==> src/design/tinyPipePkg.sv <==
`default_nettype none

package tinyPipePkg;

   // ==================================================
   // widths
   // ==================================================
   localparam int dataWidth = 16;
   localparam int regAddrWidth = 3; // r0 is an ordinary register among the eight.
   localparam int immWidth = 6;

   typedef logic [dataWidth-1:0] word_t;
   typedef logic [regAddrWidth-1:0] regAddr_t;

   // codes not listed here decode as opNop.
   typedef enum logic [3:0] {
      opNop  = 4'h0,
      opHalt = 4'h1,
      opAdd  = 4'h2,
      opSub  = 4'h3,
      opAnd  = 4'h4,
      opXor  = 4'h5,
      opAddi = 4'h6,
      opLd   = 4'h7,
      opSt   = 4'h8
   } opcode_t;

   // ==================================================
   // stage payloads
   // ==================================================
   typedef struct packed {
      word_t pc;
      word_t inst;
   } ifId_t;

   typedef struct packed {
      word_t    pc;
      word_t    inst;
      opcode_t  op;
      regAddr_t rd;
      regAddr_t rs;
      regAddr_t rt;
      word_t    rdVal; // store data source for ST.
      word_t    rsVal;
      word_t    rtVal;
      word_t    imm; // already sign extended.
      logic     regWrite;
      logic     memRead;
      logic     memWrite;
      logic     halt;
   } idEx_t;

   typedef struct packed {
      word_t    pc;
      word_t    inst;
      regAddr_t rd;
      word_t    aluResult; // effective address for LD and ST.
      word_t    storeData;
      logic     regWrite;
      logic     memRead;
      logic     memWrite;
      logic     halt;
   } exMem_t;

   // also the MEM/WB payload.
   typedef struct packed {
      word_t    pc;
      word_t    inst;
      logic     regWrite;
      regAddr_t writeRegister;
      word_t    writeData;
      logic     memRead;
      logic     memWrite;
      word_t    memAddress;
      word_t    memData; // stored data for ST or loaded data for LD.
   } retireRec_t;

endpackage

`default_nettype wire

==> src/design/decodeStage.sv <==
`timescale 1ns/100ps
`default_nettype none

module decodeStage (
   input  wire logic                       clk,
   input  wire logic                       arstN,
   input  wire logic                       inValid,
   input  wire tinyPipePkg::ifId_t         in,
   input  wire logic                       wbValid,
   input  wire tinyPipePkg::retireRec_t    wb,
   input  wire logic                       exLoadValid,
   input  wire tinyPipePkg::regAddr_t      exLoadRd,
   output logic                            outValid,
   output tinyPipePkg::idEx_t              out,
   output logic                            stall,
   output logic                            haltSeen
);

   localparam int immWidth = tinyPipePkg::immWidth;
   localparam int dataWidth = tinyPipePkg::dataWidth;

   tinyPipePkg::word_t regFile [2**tinyPipePkg::regAddrWidth];
   tinyPipePkg::opcode_t op;
   tinyPipePkg::regAddr_t rd, rs, rt;
   logic regWrite, memRead, memWrite;
   logic usesRd, usesRs, usesRt;
   logic wbWrite;

   assign wbWrite = wbValid && wb.regWrite;

   // ==================================================
   // register file
   // ==================================================
   always_ff @(posedge clk or negedge arstN) begin
      if (!arstN) begin
         regFile <= '{default: '0};
      end else if (wbWrite) begin
         regFile[wb.writeRegister] <= wb.writeData;
      end
   end

   // a read in the writeback cycle sees the value being written.
   function automatic tinyPipePkg::word_t readReg(input tinyPipePkg::regAddr_t idx);
      if (wbWrite && wb.writeRegister == idx) begin
         return wb.writeData;
      end
      return regFile[idx];
   endfunction

   assign rd = in.inst[11:9];
   assign rs = in.inst[8:6];
   assign rt = in.inst[5:3];

   always_comb begin
      op       = tinyPipePkg::opNop;
      regWrite = 1'b0;
      memRead  = 1'b0;
      memWrite = 1'b0;
      usesRd   = 1'b0;
      usesRs   = 1'b0;
      usesRt   = 1'b0;
      case (in.inst[15:12])
         tinyPipePkg::opHalt: op = tinyPipePkg::opHalt;
         tinyPipePkg::opAdd, tinyPipePkg::opSub, tinyPipePkg::opAnd, tinyPipePkg::opXor: begin
            op       = tinyPipePkg::opcode_t'(in.inst[15:12]);
            regWrite = 1'b1;
            usesRs   = 1'b1;
            usesRt   = 1'b1;
         end
         tinyPipePkg::opAddi: begin
            op       = tinyPipePkg::opAddi;
            regWrite = 1'b1;
            usesRs   = 1'b1;
         end
         tinyPipePkg::opLd: begin
            op       = tinyPipePkg::opLd;
            regWrite = 1'b1;
            memRead  = 1'b1;
            usesRs   = 1'b1;
         end
         tinyPipePkg::opSt: begin
            op       = tinyPipePkg::opSt;
            memWrite = 1'b1;
            usesRs   = 1'b1;
            usesRd   = 1'b1; // rd holds the store data.
         end
         default: ;
      endcase
   end

   always_comb begin
      out.pc       = in.pc;
      out.inst     = in.inst;
      out.op       = op;
      out.rd       = rd;
      out.rs       = rs;
      out.rt       = rt;
      out.rdVal    = readReg(rd);
      out.rsVal    = readReg(rs);
      out.rtVal    = readReg(rt);
      out.imm      = {{(dataWidth-immWidth){in.inst[immWidth-1]}}, in.inst[immWidth-1:0]};
      out.regWrite = regWrite;
      out.memRead  = memRead;
      out.memWrite = memWrite;
      out.halt     = (op == tinyPipePkg::opHalt);
   end

   assign outValid = inValid;
   assign haltSeen = inValid && (op == tinyPipePkg::opHalt);

   // the load result is not ready until it reaches MEM/WB, so wait one cycle.
   assign stall = inValid && exLoadValid && ((usesRs && rs == exLoadRd) ||
                                             (usesRt && rt == exLoadRd) ||
                                             (usesRd && rd == exLoadRd));

endmodule

`default_nettype wire

==> src/design/executeStage.sv <==
`timescale 1ns/100ps
`default_nettype none

module executeStage (
   input  wire logic                       inValid,
   input  wire tinyPipePkg::idEx_t         in,
   input  wire logic                       memFwdValid,
   input  wire tinyPipePkg::exMem_t        memFwd,
   input  wire logic                       wbFwdValid,
   input  wire tinyPipePkg::retireRec_t    wbFwd,
   output tinyPipePkg::exMem_t             out
);

   tinyPipePkg::word_t rdVal, rsVal, rtVal;
   tinyPipePkg::word_t aluResult;

   // ==================================================
   // forwarding
   // ==================================================
   // the newest producer wins. A load never sits in EX/MEM here
   // with a consumer right behind it, because of the interlock.
   function automatic tinyPipePkg::word_t forward(input tinyPipePkg::regAddr_t idx,
                                                  input tinyPipePkg::word_t regVal);
      if (memFwdValid && memFwd.regWrite && memFwd.rd == idx) begin
         return memFwd.aluResult;
      end
      if (wbFwdValid && wbFwd.regWrite && wbFwd.writeRegister == idx) begin
         return wbFwd.writeData;
      end
      return regVal;
   endfunction

   assign rdVal = forward(in.rd, in.rdVal);
   assign rsVal = forward(in.rs, in.rsVal);
   assign rtVal = forward(in.rt, in.rtVal);

   // ==================================================
   // ALU
   // ==================================================
   always_comb begin
      case (in.op)
         tinyPipePkg::opAdd:  aluResult = rsVal + rtVal;
         tinyPipePkg::opSub:  aluResult = rsVal - rtVal;
         tinyPipePkg::opAnd:  aluResult = rsVal & rtVal;
         tinyPipePkg::opXor:  aluResult = rsVal ^ rtVal;
         tinyPipePkg::opAddi: aluResult = rsVal + in.imm;
         tinyPipePkg::opLd,
         tinyPipePkg::opSt:   aluResult = rsVal + in.imm; // effective address.
         default:             aluResult = '0;
      endcase
   end

   always_comb begin
      out.pc        = in.pc;
      out.inst      = in.inst;
      out.rd        = in.rd;
      out.aluResult = aluResult;
      out.storeData = rdVal;
      out.regWrite  = inValid && in.regWrite; // an empty slot must not forward.
      out.memRead   = inValid && in.memRead;
      out.memWrite  = inValid && in.memWrite;
      out.halt      = inValid && in.halt;
   end

endmodule

`default_nettype wire

==> src/design/fetchStage.sv <==
`timescale 1ns/100ps
`default_nettype none

module fetchStage #(
   parameter int imemDepth = 64
) (
   input  wire logic                          clk,
   input  wire logic                          arstN,
   input  wire logic                          start,
   input  wire logic                          stall,
   input  wire logic                          haltSeen,
   input  wire logic                          imemWrEn,
   input  wire logic [$clog2(imemDepth)-1:0]  imemWrAddr,
   input  wire tinyPipePkg::word_t            imemWrData,
   output logic                               fetchValid,
   output tinyPipePkg::ifId_t                 fetchOut
);

   localparam int imemAddrWidth = $clog2(imemDepth);

   tinyPipePkg::word_t imem [imemDepth];
   tinyPipePkg::word_t pc;
   logic running;

   // program load is only taken while the core sits idle.
   always_ff @(posedge clk) begin
      if (imemWrEn && !running) begin
         imem[imemWrAddr] <= imemWrData;
      end
   end

   // ==================================================
   // pc and run control
   // ==================================================
   always_ff @(posedge clk or negedge arstN) begin
      if (!arstN) begin
         running <= 1'b0;
         pc      <= '0;
      end else if (start) begin
         running <= 1'b1;
         pc      <= '0;
      end else if (haltSeen) begin
         running <= 1'b0; // nothing past HALT is issued.
      end else if (running && !stall) begin
         pc <= pc + 1'b1;
      end
   end

   // the slot behind a HALT in decode goes out empty.
   assign fetchValid = running && !haltSeen;

   always_comb begin
      fetchOut.pc   = pc;
      fetchOut.inst = imem[pc[imemAddrWidth-1:0]];
   end

endmodule

`default_nettype wire

==> src/design/memoryStage.sv <==
`timescale 1ns/100ps
`default_nettype none

module memoryStage #(
   parameter int dmemDepth = 64
) (
   input  wire logic                    clk,
   input  wire logic                    inValid,
   input  wire tinyPipePkg::exMem_t     in,
   output tinyPipePkg::retireRec_t      out
);

   localparam int dmemAddrWidth = $clog2(dmemDepth);

   tinyPipePkg::word_t dmem [dmemDepth];
   tinyPipePkg::word_t loadData;
   logic [dmemAddrWidth-1:0] dmemAddr;

   assign dmemAddr = in.aluResult[dmemAddrWidth-1:0];

   // ==================================================
   // data memory
   // ==================================================
   always_ff @(posedge clk) begin
      if (inValid && in.memWrite) begin
         dmem[dmemAddr] <= in.storeData;
      end
   end

   assign loadData = dmem[dmemAddr]; // read is combinational.

   // ==================================================
   // retire record
   // ==================================================
   always_comb begin
      out.pc            = in.pc;
      out.inst          = in.inst;
      out.regWrite      = in.regWrite;
      out.writeRegister = in.rd;
      out.memRead       = in.memRead;
      out.memWrite      = in.memWrite;
      out.writeData     = '0;
      out.memAddress    = '0;
      out.memData       = '0;
      if (in.memRead) begin
         out.writeData  = loadData;
         out.memAddress = in.aluResult;
         out.memData    = loadData;
      end else if (in.memWrite) begin
         out.memAddress = in.aluResult;
         out.memData    = in.storeData;
      end else if (in.regWrite) begin
         out.writeData  = in.aluResult;
      end
   end

endmodule

`default_nettype wire

==> src/design/stageReg.sv <==
`timescale 1ns/100ps
`default_nettype none

module stageReg #(
   parameter type payload_t = logic
) (
   input  wire logic clk,
   input  wire logic arstN,
   input  wire logic hold,
   input  wire logic bubble,
   input  wire logic validIn,
   input  payload_t  dataIn,
   output logic      validOut,
   output payload_t  dataOut
);

   always_ff @(posedge clk or negedge arstN) begin
      if (!arstN) begin
         validOut <= 1'b0;
      end else if (!hold) begin
         validOut <= validIn && !bubble; // a bubble leaves an empty slot behind.
      end
   end

   always_ff @(posedge clk) begin
      if (!hold) begin
         dataOut <= dataIn;
      end
   end

endmodule

`default_nettype wire

==> src/design/tinyPipe.sv <==
`timescale 1ns/100ps
`default_nettype none

module tinyPipe #(
   parameter int imemDepth = 64,
   parameter int dmemDepth = 64
) (
   input  wire logic                          clk,
   input  wire logic                          arstN,
   input  wire logic                          start,
   input  wire logic                          imemWrEn,
   input  wire logic [$clog2(imemDepth)-1:0]  imemWrAddr,
   input  wire tinyPipePkg::word_t            imemWrData,
   output logic                               retireValid,
   output tinyPipePkg::retireRec_t            retire,
   output logic                               halted
);

   logic fetchValid, ifIdValid, decValid, idExValid, exMemValid;
   logic stall, haltSeen;
   tinyPipePkg::ifId_t       fetchOut, ifId;
   tinyPipePkg::idEx_t       decOut, idEx;
   tinyPipePkg::exMem_t      exOut, exMem;
   tinyPipePkg::retireRec_t  memOut;

   // ==================================================
   // fetch and decode
   // ==================================================
   fetchStage #(.imemDepth(imemDepth)) u_fetch (
      .clk(clk), .arstN(arstN), .start(start), .stall(stall), .haltSeen(haltSeen),
      .imemWrEn(imemWrEn), .imemWrAddr(imemWrAddr), .imemWrData(imemWrData),
      .fetchValid(fetchValid), .fetchOut(fetchOut));

   stageReg #(.payload_t(tinyPipePkg::ifId_t)) u_ifId (
      .clk(clk), .arstN(arstN), .hold(stall), .bubble(1'b0),
      .validIn(fetchValid), .dataIn(fetchOut), .validOut(ifIdValid), .dataOut(ifId));

   decodeStage u_decode (
      .clk(clk), .arstN(arstN), .inValid(ifIdValid), .in(ifId),
      .wbValid(retireValid), .wb(retire),
      .exLoadValid(idExValid && idEx.memRead), .exLoadRd(idEx.rd),
      .outValid(decValid), .out(decOut), .stall(stall), .haltSeen(haltSeen));

   stageReg #(.payload_t(tinyPipePkg::idEx_t)) u_idEx (
      .clk(clk), .arstN(arstN), .hold(1'b0), .bubble(stall),
      .validIn(decValid), .dataIn(decOut), .validOut(idExValid), .dataOut(idEx));

   // ==================================================
   // execute, memory and writeback
   // ==================================================
   executeStage u_execute (
      .inValid(idExValid), .in(idEx),
      .memFwdValid(exMemValid), .memFwd(exMem),
      .wbFwdValid(retireValid), .wbFwd(retire),
      .out(exOut));

   stageReg #(.payload_t(tinyPipePkg::exMem_t)) u_exMem (
      .clk(clk), .arstN(arstN), .hold(1'b0), .bubble(1'b0),
      .validIn(idExValid), .dataIn(exOut), .validOut(exMemValid), .dataOut(exMem));

   memoryStage #(.dmemDepth(dmemDepth)) u_memory (
      .clk(clk), .inValid(exMemValid), .in(exMem), .out(memOut));

   stageReg #(.payload_t(tinyPipePkg::retireRec_t)) u_memWb (
      .clk(clk), .arstN(arstN), .hold(1'b0), .bubble(1'b0),
      .validIn(exMemValid), .dataIn(memOut), .validOut(retireValid), .dataOut(retire));

   // set on the same edge that puts HALT into MEM/WB, so it rises as HALT retires.
   always_ff @(posedge clk or negedge arstN) begin
      if (!arstN) begin
         halted <= 1'b0;
      end else if (exMemValid && exMem.halt) begin
         halted <= 1'b1;
      end
   end

endmodule

`default_nettype wire

==> config.mk <==
export PLATFORM = sky130hd
export DESIGN_NAME = tinyPipe
export DESIGN_NICKNAME = d
export VERILOG_FILES = /design/src/design/tinyPipePkg.sv /design/src/design/decodeStage.sv /design/src/design/executeStage.sv /design/src/design/fetchStage.sv /design/src/design/memoryStage.sv /design/src/design/stageReg.sv /design/src/design/tinyPipe.sv
export SDC_FILE = /design/constraint.sdc
export NUM_CORES = 2
export LEC_CHECK = 0
export ABC_AREA = 1
export BUFFER_PORTS_ARGS = -buffer_cell sky130_fd_sc_hd__buf_2
export CAP_MARGIN = 25
export CORE_ASPECT_RATIO = 0.8
export CORE_MARGIN = 5
export CORE_UTILIZATION = 25
export DETAILED_ROUTE_END_ITERATION = 10
export GPL_TIMING_DRIVEN = 0
export HOLD_SLACK_MARGIN = 0.08
export PLACE_DENSITY = 0.4
export SYNTH_ARGS = -nofsm -noshare
export SYNTH_HDL_FRONTEND = slang
export SYNTH_SLANG_ARGS = --single-unit
==> constraint.sdc <==
create_clock -name clk -period 5.65 [get_ports clk]
set_input_delay 0 -clock clk [delete_from_list [all_inputs] [get_ports clk]]
set_output_delay 0 -clock clk [all_outputs]
set_load 0.02 [all_outputs]
==> insert_results.sql <==
INSERT INTO impl_metrics (metric_group, metric, value, unit) VALUES
('clock_tree', 'clkSinkCount', '2469', ''),
('timing', 'fmaxAchievable', '182.8', 'MHz'),
('drt', 'wl_per_cell', '32.47', 'µm'),
('worst_setup_path', 'critical_path_class', 'reg2reg', ''),
('logic_synthesis', 'synth_top_flop_cell', 'edfxtp_1', ''),
('logic_synthesis', 'complex_gate_fraction_of_the_synthesized_area', '12.88', '%'),
('timing', 'finalSetupTns', '0', 'ns'),
('layout', 'final_cell_count_no_fill', '13500', ''),
('floorplanning', 'die_area', '397600', 'µm²'),
('layout', 'final_layout_size_suffix_gt1_share', '12.08', '%'),
('logic_synthesis', 'post_synth_instance_area', '96250', 'µm²'),
('logic_synthesis', 'synth-simple-area-share', '9.731', '%'),
('worst_hold_path', 'min-delay-start', 'imemWrData[0]', ''),
('worst_setup_path', 'critical_path.startpoint', 'u_fetch.pc[0]', ''),
('worst_setup_path', 'critPathArrivalTime', '6.18', 'ns'),
('floorplanning', 'core_area', '382800', 'µm²'),
('worst_setup_path', 'crit_reg_reg_startpoint', 'u_fetch.pc[0]', ''),
('drt', 'drtPass1Iterations', '6', ''),
('power', 'total_power', '59.61', 'mW'),
('logic_synthesis', 'post_synth_inst_count', '7525', ''),
('worst_setup_path', 'path_max_fanout', '10', ''),
('worst_setup_path', 'endpoint_kind', 'flop', ''),
('power', 'power-per-cell-area', '511.5', 'nW/µm²'),
('floorplanning', 'die_h', '565.0', 'µm'),
('global_routing', 'maximum_number_of_pins_on_one_net_before_global_route_repair', '91', ''),
('clock_tree', 'cts_tree', 'done', ''),
('drt', 'drt_wl_total', '438300', 'µm'),
('logic_synthesis', 'synth_nets', '7585', ''),
('placement', 'placement.io_buffers', '113', ''),
('timing', 'report.final.slew_viol_count', '0', ''),
('clock_tree', 'cts.htree.levels', '5', ''),
('clock_tree', 'cts.path.max_buffers', '4', ''),
('drt', 'remaining_drc_errors', '0', ''),
('timing', 'timing_worst_slew_pin_value', '1.141', 'ns'),
('global_routing', 'number_of_antenna_violations_at_the_first_check_in_global_routing', '45', ''),
('timing', 'setup_viol_count_final', '0', ''),
('worst_setup_path', 'cp.required', '6.36', 'ns'),
('logic_synthesis', 'largest_family_of_logic_cells_by_synthesized_area', 'compound AO/OA/AOI/OAI gates', ''),
('drt', 'drt.antenna.violating_nets', '0', ''),
('floorplanning', 'start_util', '25.14', '%'),
('worst_hold_path', 'min-delay-path-class', 'in2reg', ''),
('placement', 'cell_count_after_placement', '12940', ''),
('logic_synthesis', 'seq_total_area_yosys', '73.77', '%'),
('timing', 'worst_clock_skew', '0.1018', 'ns'),
('global_routing', 'vias_in_the_first_global_route', '66480', ''),
('drt', 'drt-vias-per-instance', '5.225', ''),
('logic_synthesis', 'synthMuxAreaShare', '0', '%'),
('placement', 'globalplace.congestion', '0.9360', ''),
('status', 'outcome', 'finished clean', ''),
('layout', 'final_net_count', '8197', ''),
('clock_tree', 'cts-buffers-inserted', '276', ''),
('drt', 'dr_total_vias', '70530', ''),
('logic_synthesis', 'synth_xor_area_share', '0.1820', '%'),
('drt', 'drtIter0Drc', '10480', ''),
('logic_synthesis', 'synth_adder_area_share', '0.4498', '%'),
('logic_synthesis', 'synth_enable_flop_cells', '2080', ''),
('power', 'worst_ir_drop_vdd', '0.2862', 'mV'),
('clock_tree', 'setup_buffers_after_cts', '0', ''),
('logic_synthesis', 'ys_types', '57', ''),
('placement', 'detailed_place_hpwl', '305700', 'µm'),
('logic_synthesis', 'synth.yosys.warnings', '0', ''),
('layout', 'flow.area_growth_from_synthesis', '21.09', '%'),
('clock_tree', 'cts.clk_slew.worst_paths', '0.06', 'ns'),
('logic_synthesis', 'syn-mean-instance-area', '12.79', 'µm²'),
('timing', 'timing.max_slew.rel_slack', '23.33', '%'),
('timing', 'post-route-min-period', '5.471', 'ns'),
('clock_tree', 'root_buffer', 'clkbuf_16', ''),
('layout', 'layout_commonest_cell', 'edfxtp_1', ''),
('global_routing', 'track_usage', '21.27', '%'),
('run', 'max_cap_viol_count', '0', ''),
('timing', 'grt_setup_unrepaired', 'no', '');
[state kept, by name, indices dropped and copies added (netlist names)]
signal	flops
u_memWb.validOut	1
u_decode.regFile	128
u_idEx.validOut	1
u_idEx.dataOut	88
u_ifId.validOut	1
u_exMem.validOut	1
u_fetch.running	1
u_fetch.imem	1024
u_memWb.dataOut	83
u_exMem.dataOut	68
u_fetch.pc	16
u_memory.dmem	1024
u_ifId.dataOut	32
halted	1
[area by class of cell]
cell class	count	area [µm²]
Antenna cell	19	47.55
Buffer	485	1974
Clock buffer	358	7513
Clock inverter	138	1204
Fill cell	38580	266200
Inverter	260	975.9
Multi-Input combinational cell	4311	23020
Sequential cell	2469	71040
Tap cell	5125	6412
Timing Repair Buffer	334	4350
[report_power, final]
group / switching [mW] / internal [mW]
logic: 13.9 / 4.44
registers: 1.74 / 21.7
clock network: 7.92 / 9.93
total: 23.5 / 36.1
[metrics by stage]
step           hold WS, ns  area (µm²)  utilization (%)  worst slack [ns]
3_5_place_dp     -0.005257      107300            28.03           0.05596
5_1_grt             0.1407      116500            30.44           0.07373
2_1_floorplan      -0.2956       96250                -             1.868
4_1_cts            0.08965      116400            30.42           0.01643
3_3_place_gp        0.2758      103200            26.97            -2.418
6_report            0.1753      116500            30.45            0.1791
[cells in the mapped netlist (20+ instances only)]
cell type  number  area (µm²)
buf_1          55       206.5
edfxtp_1     2080       62460
nor3_1         20       100.1
inv_1         234       878.3
o211ai_1      144        1081
nor2_1        744        2793
a22o_1         65       569.3
o21ai_0       961        4810
dfxtp_1       239        4785
a21oi_1       225        1126
buf_2          20       100.1
dfrtp_1       150        3754
nand3_1       191       955.9
a221oi_1      111       972.2
a22oi_1       148        1111
o221ai_1      107       937.2
ha_1           33       412.9
o22ai_1       175        1095
clkbuf_1      400        1501
a31oi_1        23       143.9
nand2_1      1042        3911
nand4_1       164        1026
[path summary, 6_finish.rpt]
kind | slack (ns) | depth (start not counted) | to
max in group asynchronous | 4.89 | 4 | u_fetch.pc[15]
hold / removal | 0.18 | 3 | u_fetch.imem[4][0]
setup reg to reg | 0.18 | 9 | u_ifId.dataOut[3]
hold reg to reg | 0.31 | 0 | u_exMem.dataOut[58]
min in group asynchronous | 0.24 | 4 | u_decode.regFile[88]
setup / recovery | 0.18 | 9 | u_ifId.dataOut[3]
[critical path: stages, from the launching register on]
cell and delay, ns:
dfrtp_1 0.60, clkbuf_1 0.84, buf_2 0.50, clkbuf_1 0.74, clkbuf_1 0.77, nor2_1 0.11
o22ai_1 0.60, nand2_1 0.15, a31oi_1 0.65, a221o_1 0.31
[routing by layer]
layer / global-route usage (%) / routed length (µm) / vias up
li1: - / - / 29360
met3: 4.791 / 44160 / 687
met4: 6.891 / 16430 / 18
met2: 30.96 / 183500 / 3903
met1: 31.19 / 194100 / 36560
met5: 0 / 128 / -
[logic make-up (layout without fill, tap and decap cells)]
family,count (synthesis),count (layout)
DFF,2469,2469
and+or+nand+nor,2228,2228
AOI/OAI and AO/OA,2029,2029
buffers and inverters,745,1575
adders and majority gates,34,34
xor gates and xnor gates,20,20
other,0,19
[what timing repair did]
item                       in CTS  in global routing
hold buffers                   41                  0
resized for setup               0                  3
hold endpoints to repair     1717                  0
setup endpoints to repair       0                  4
No activity file was read; power rests on OpenSTA's default activity.
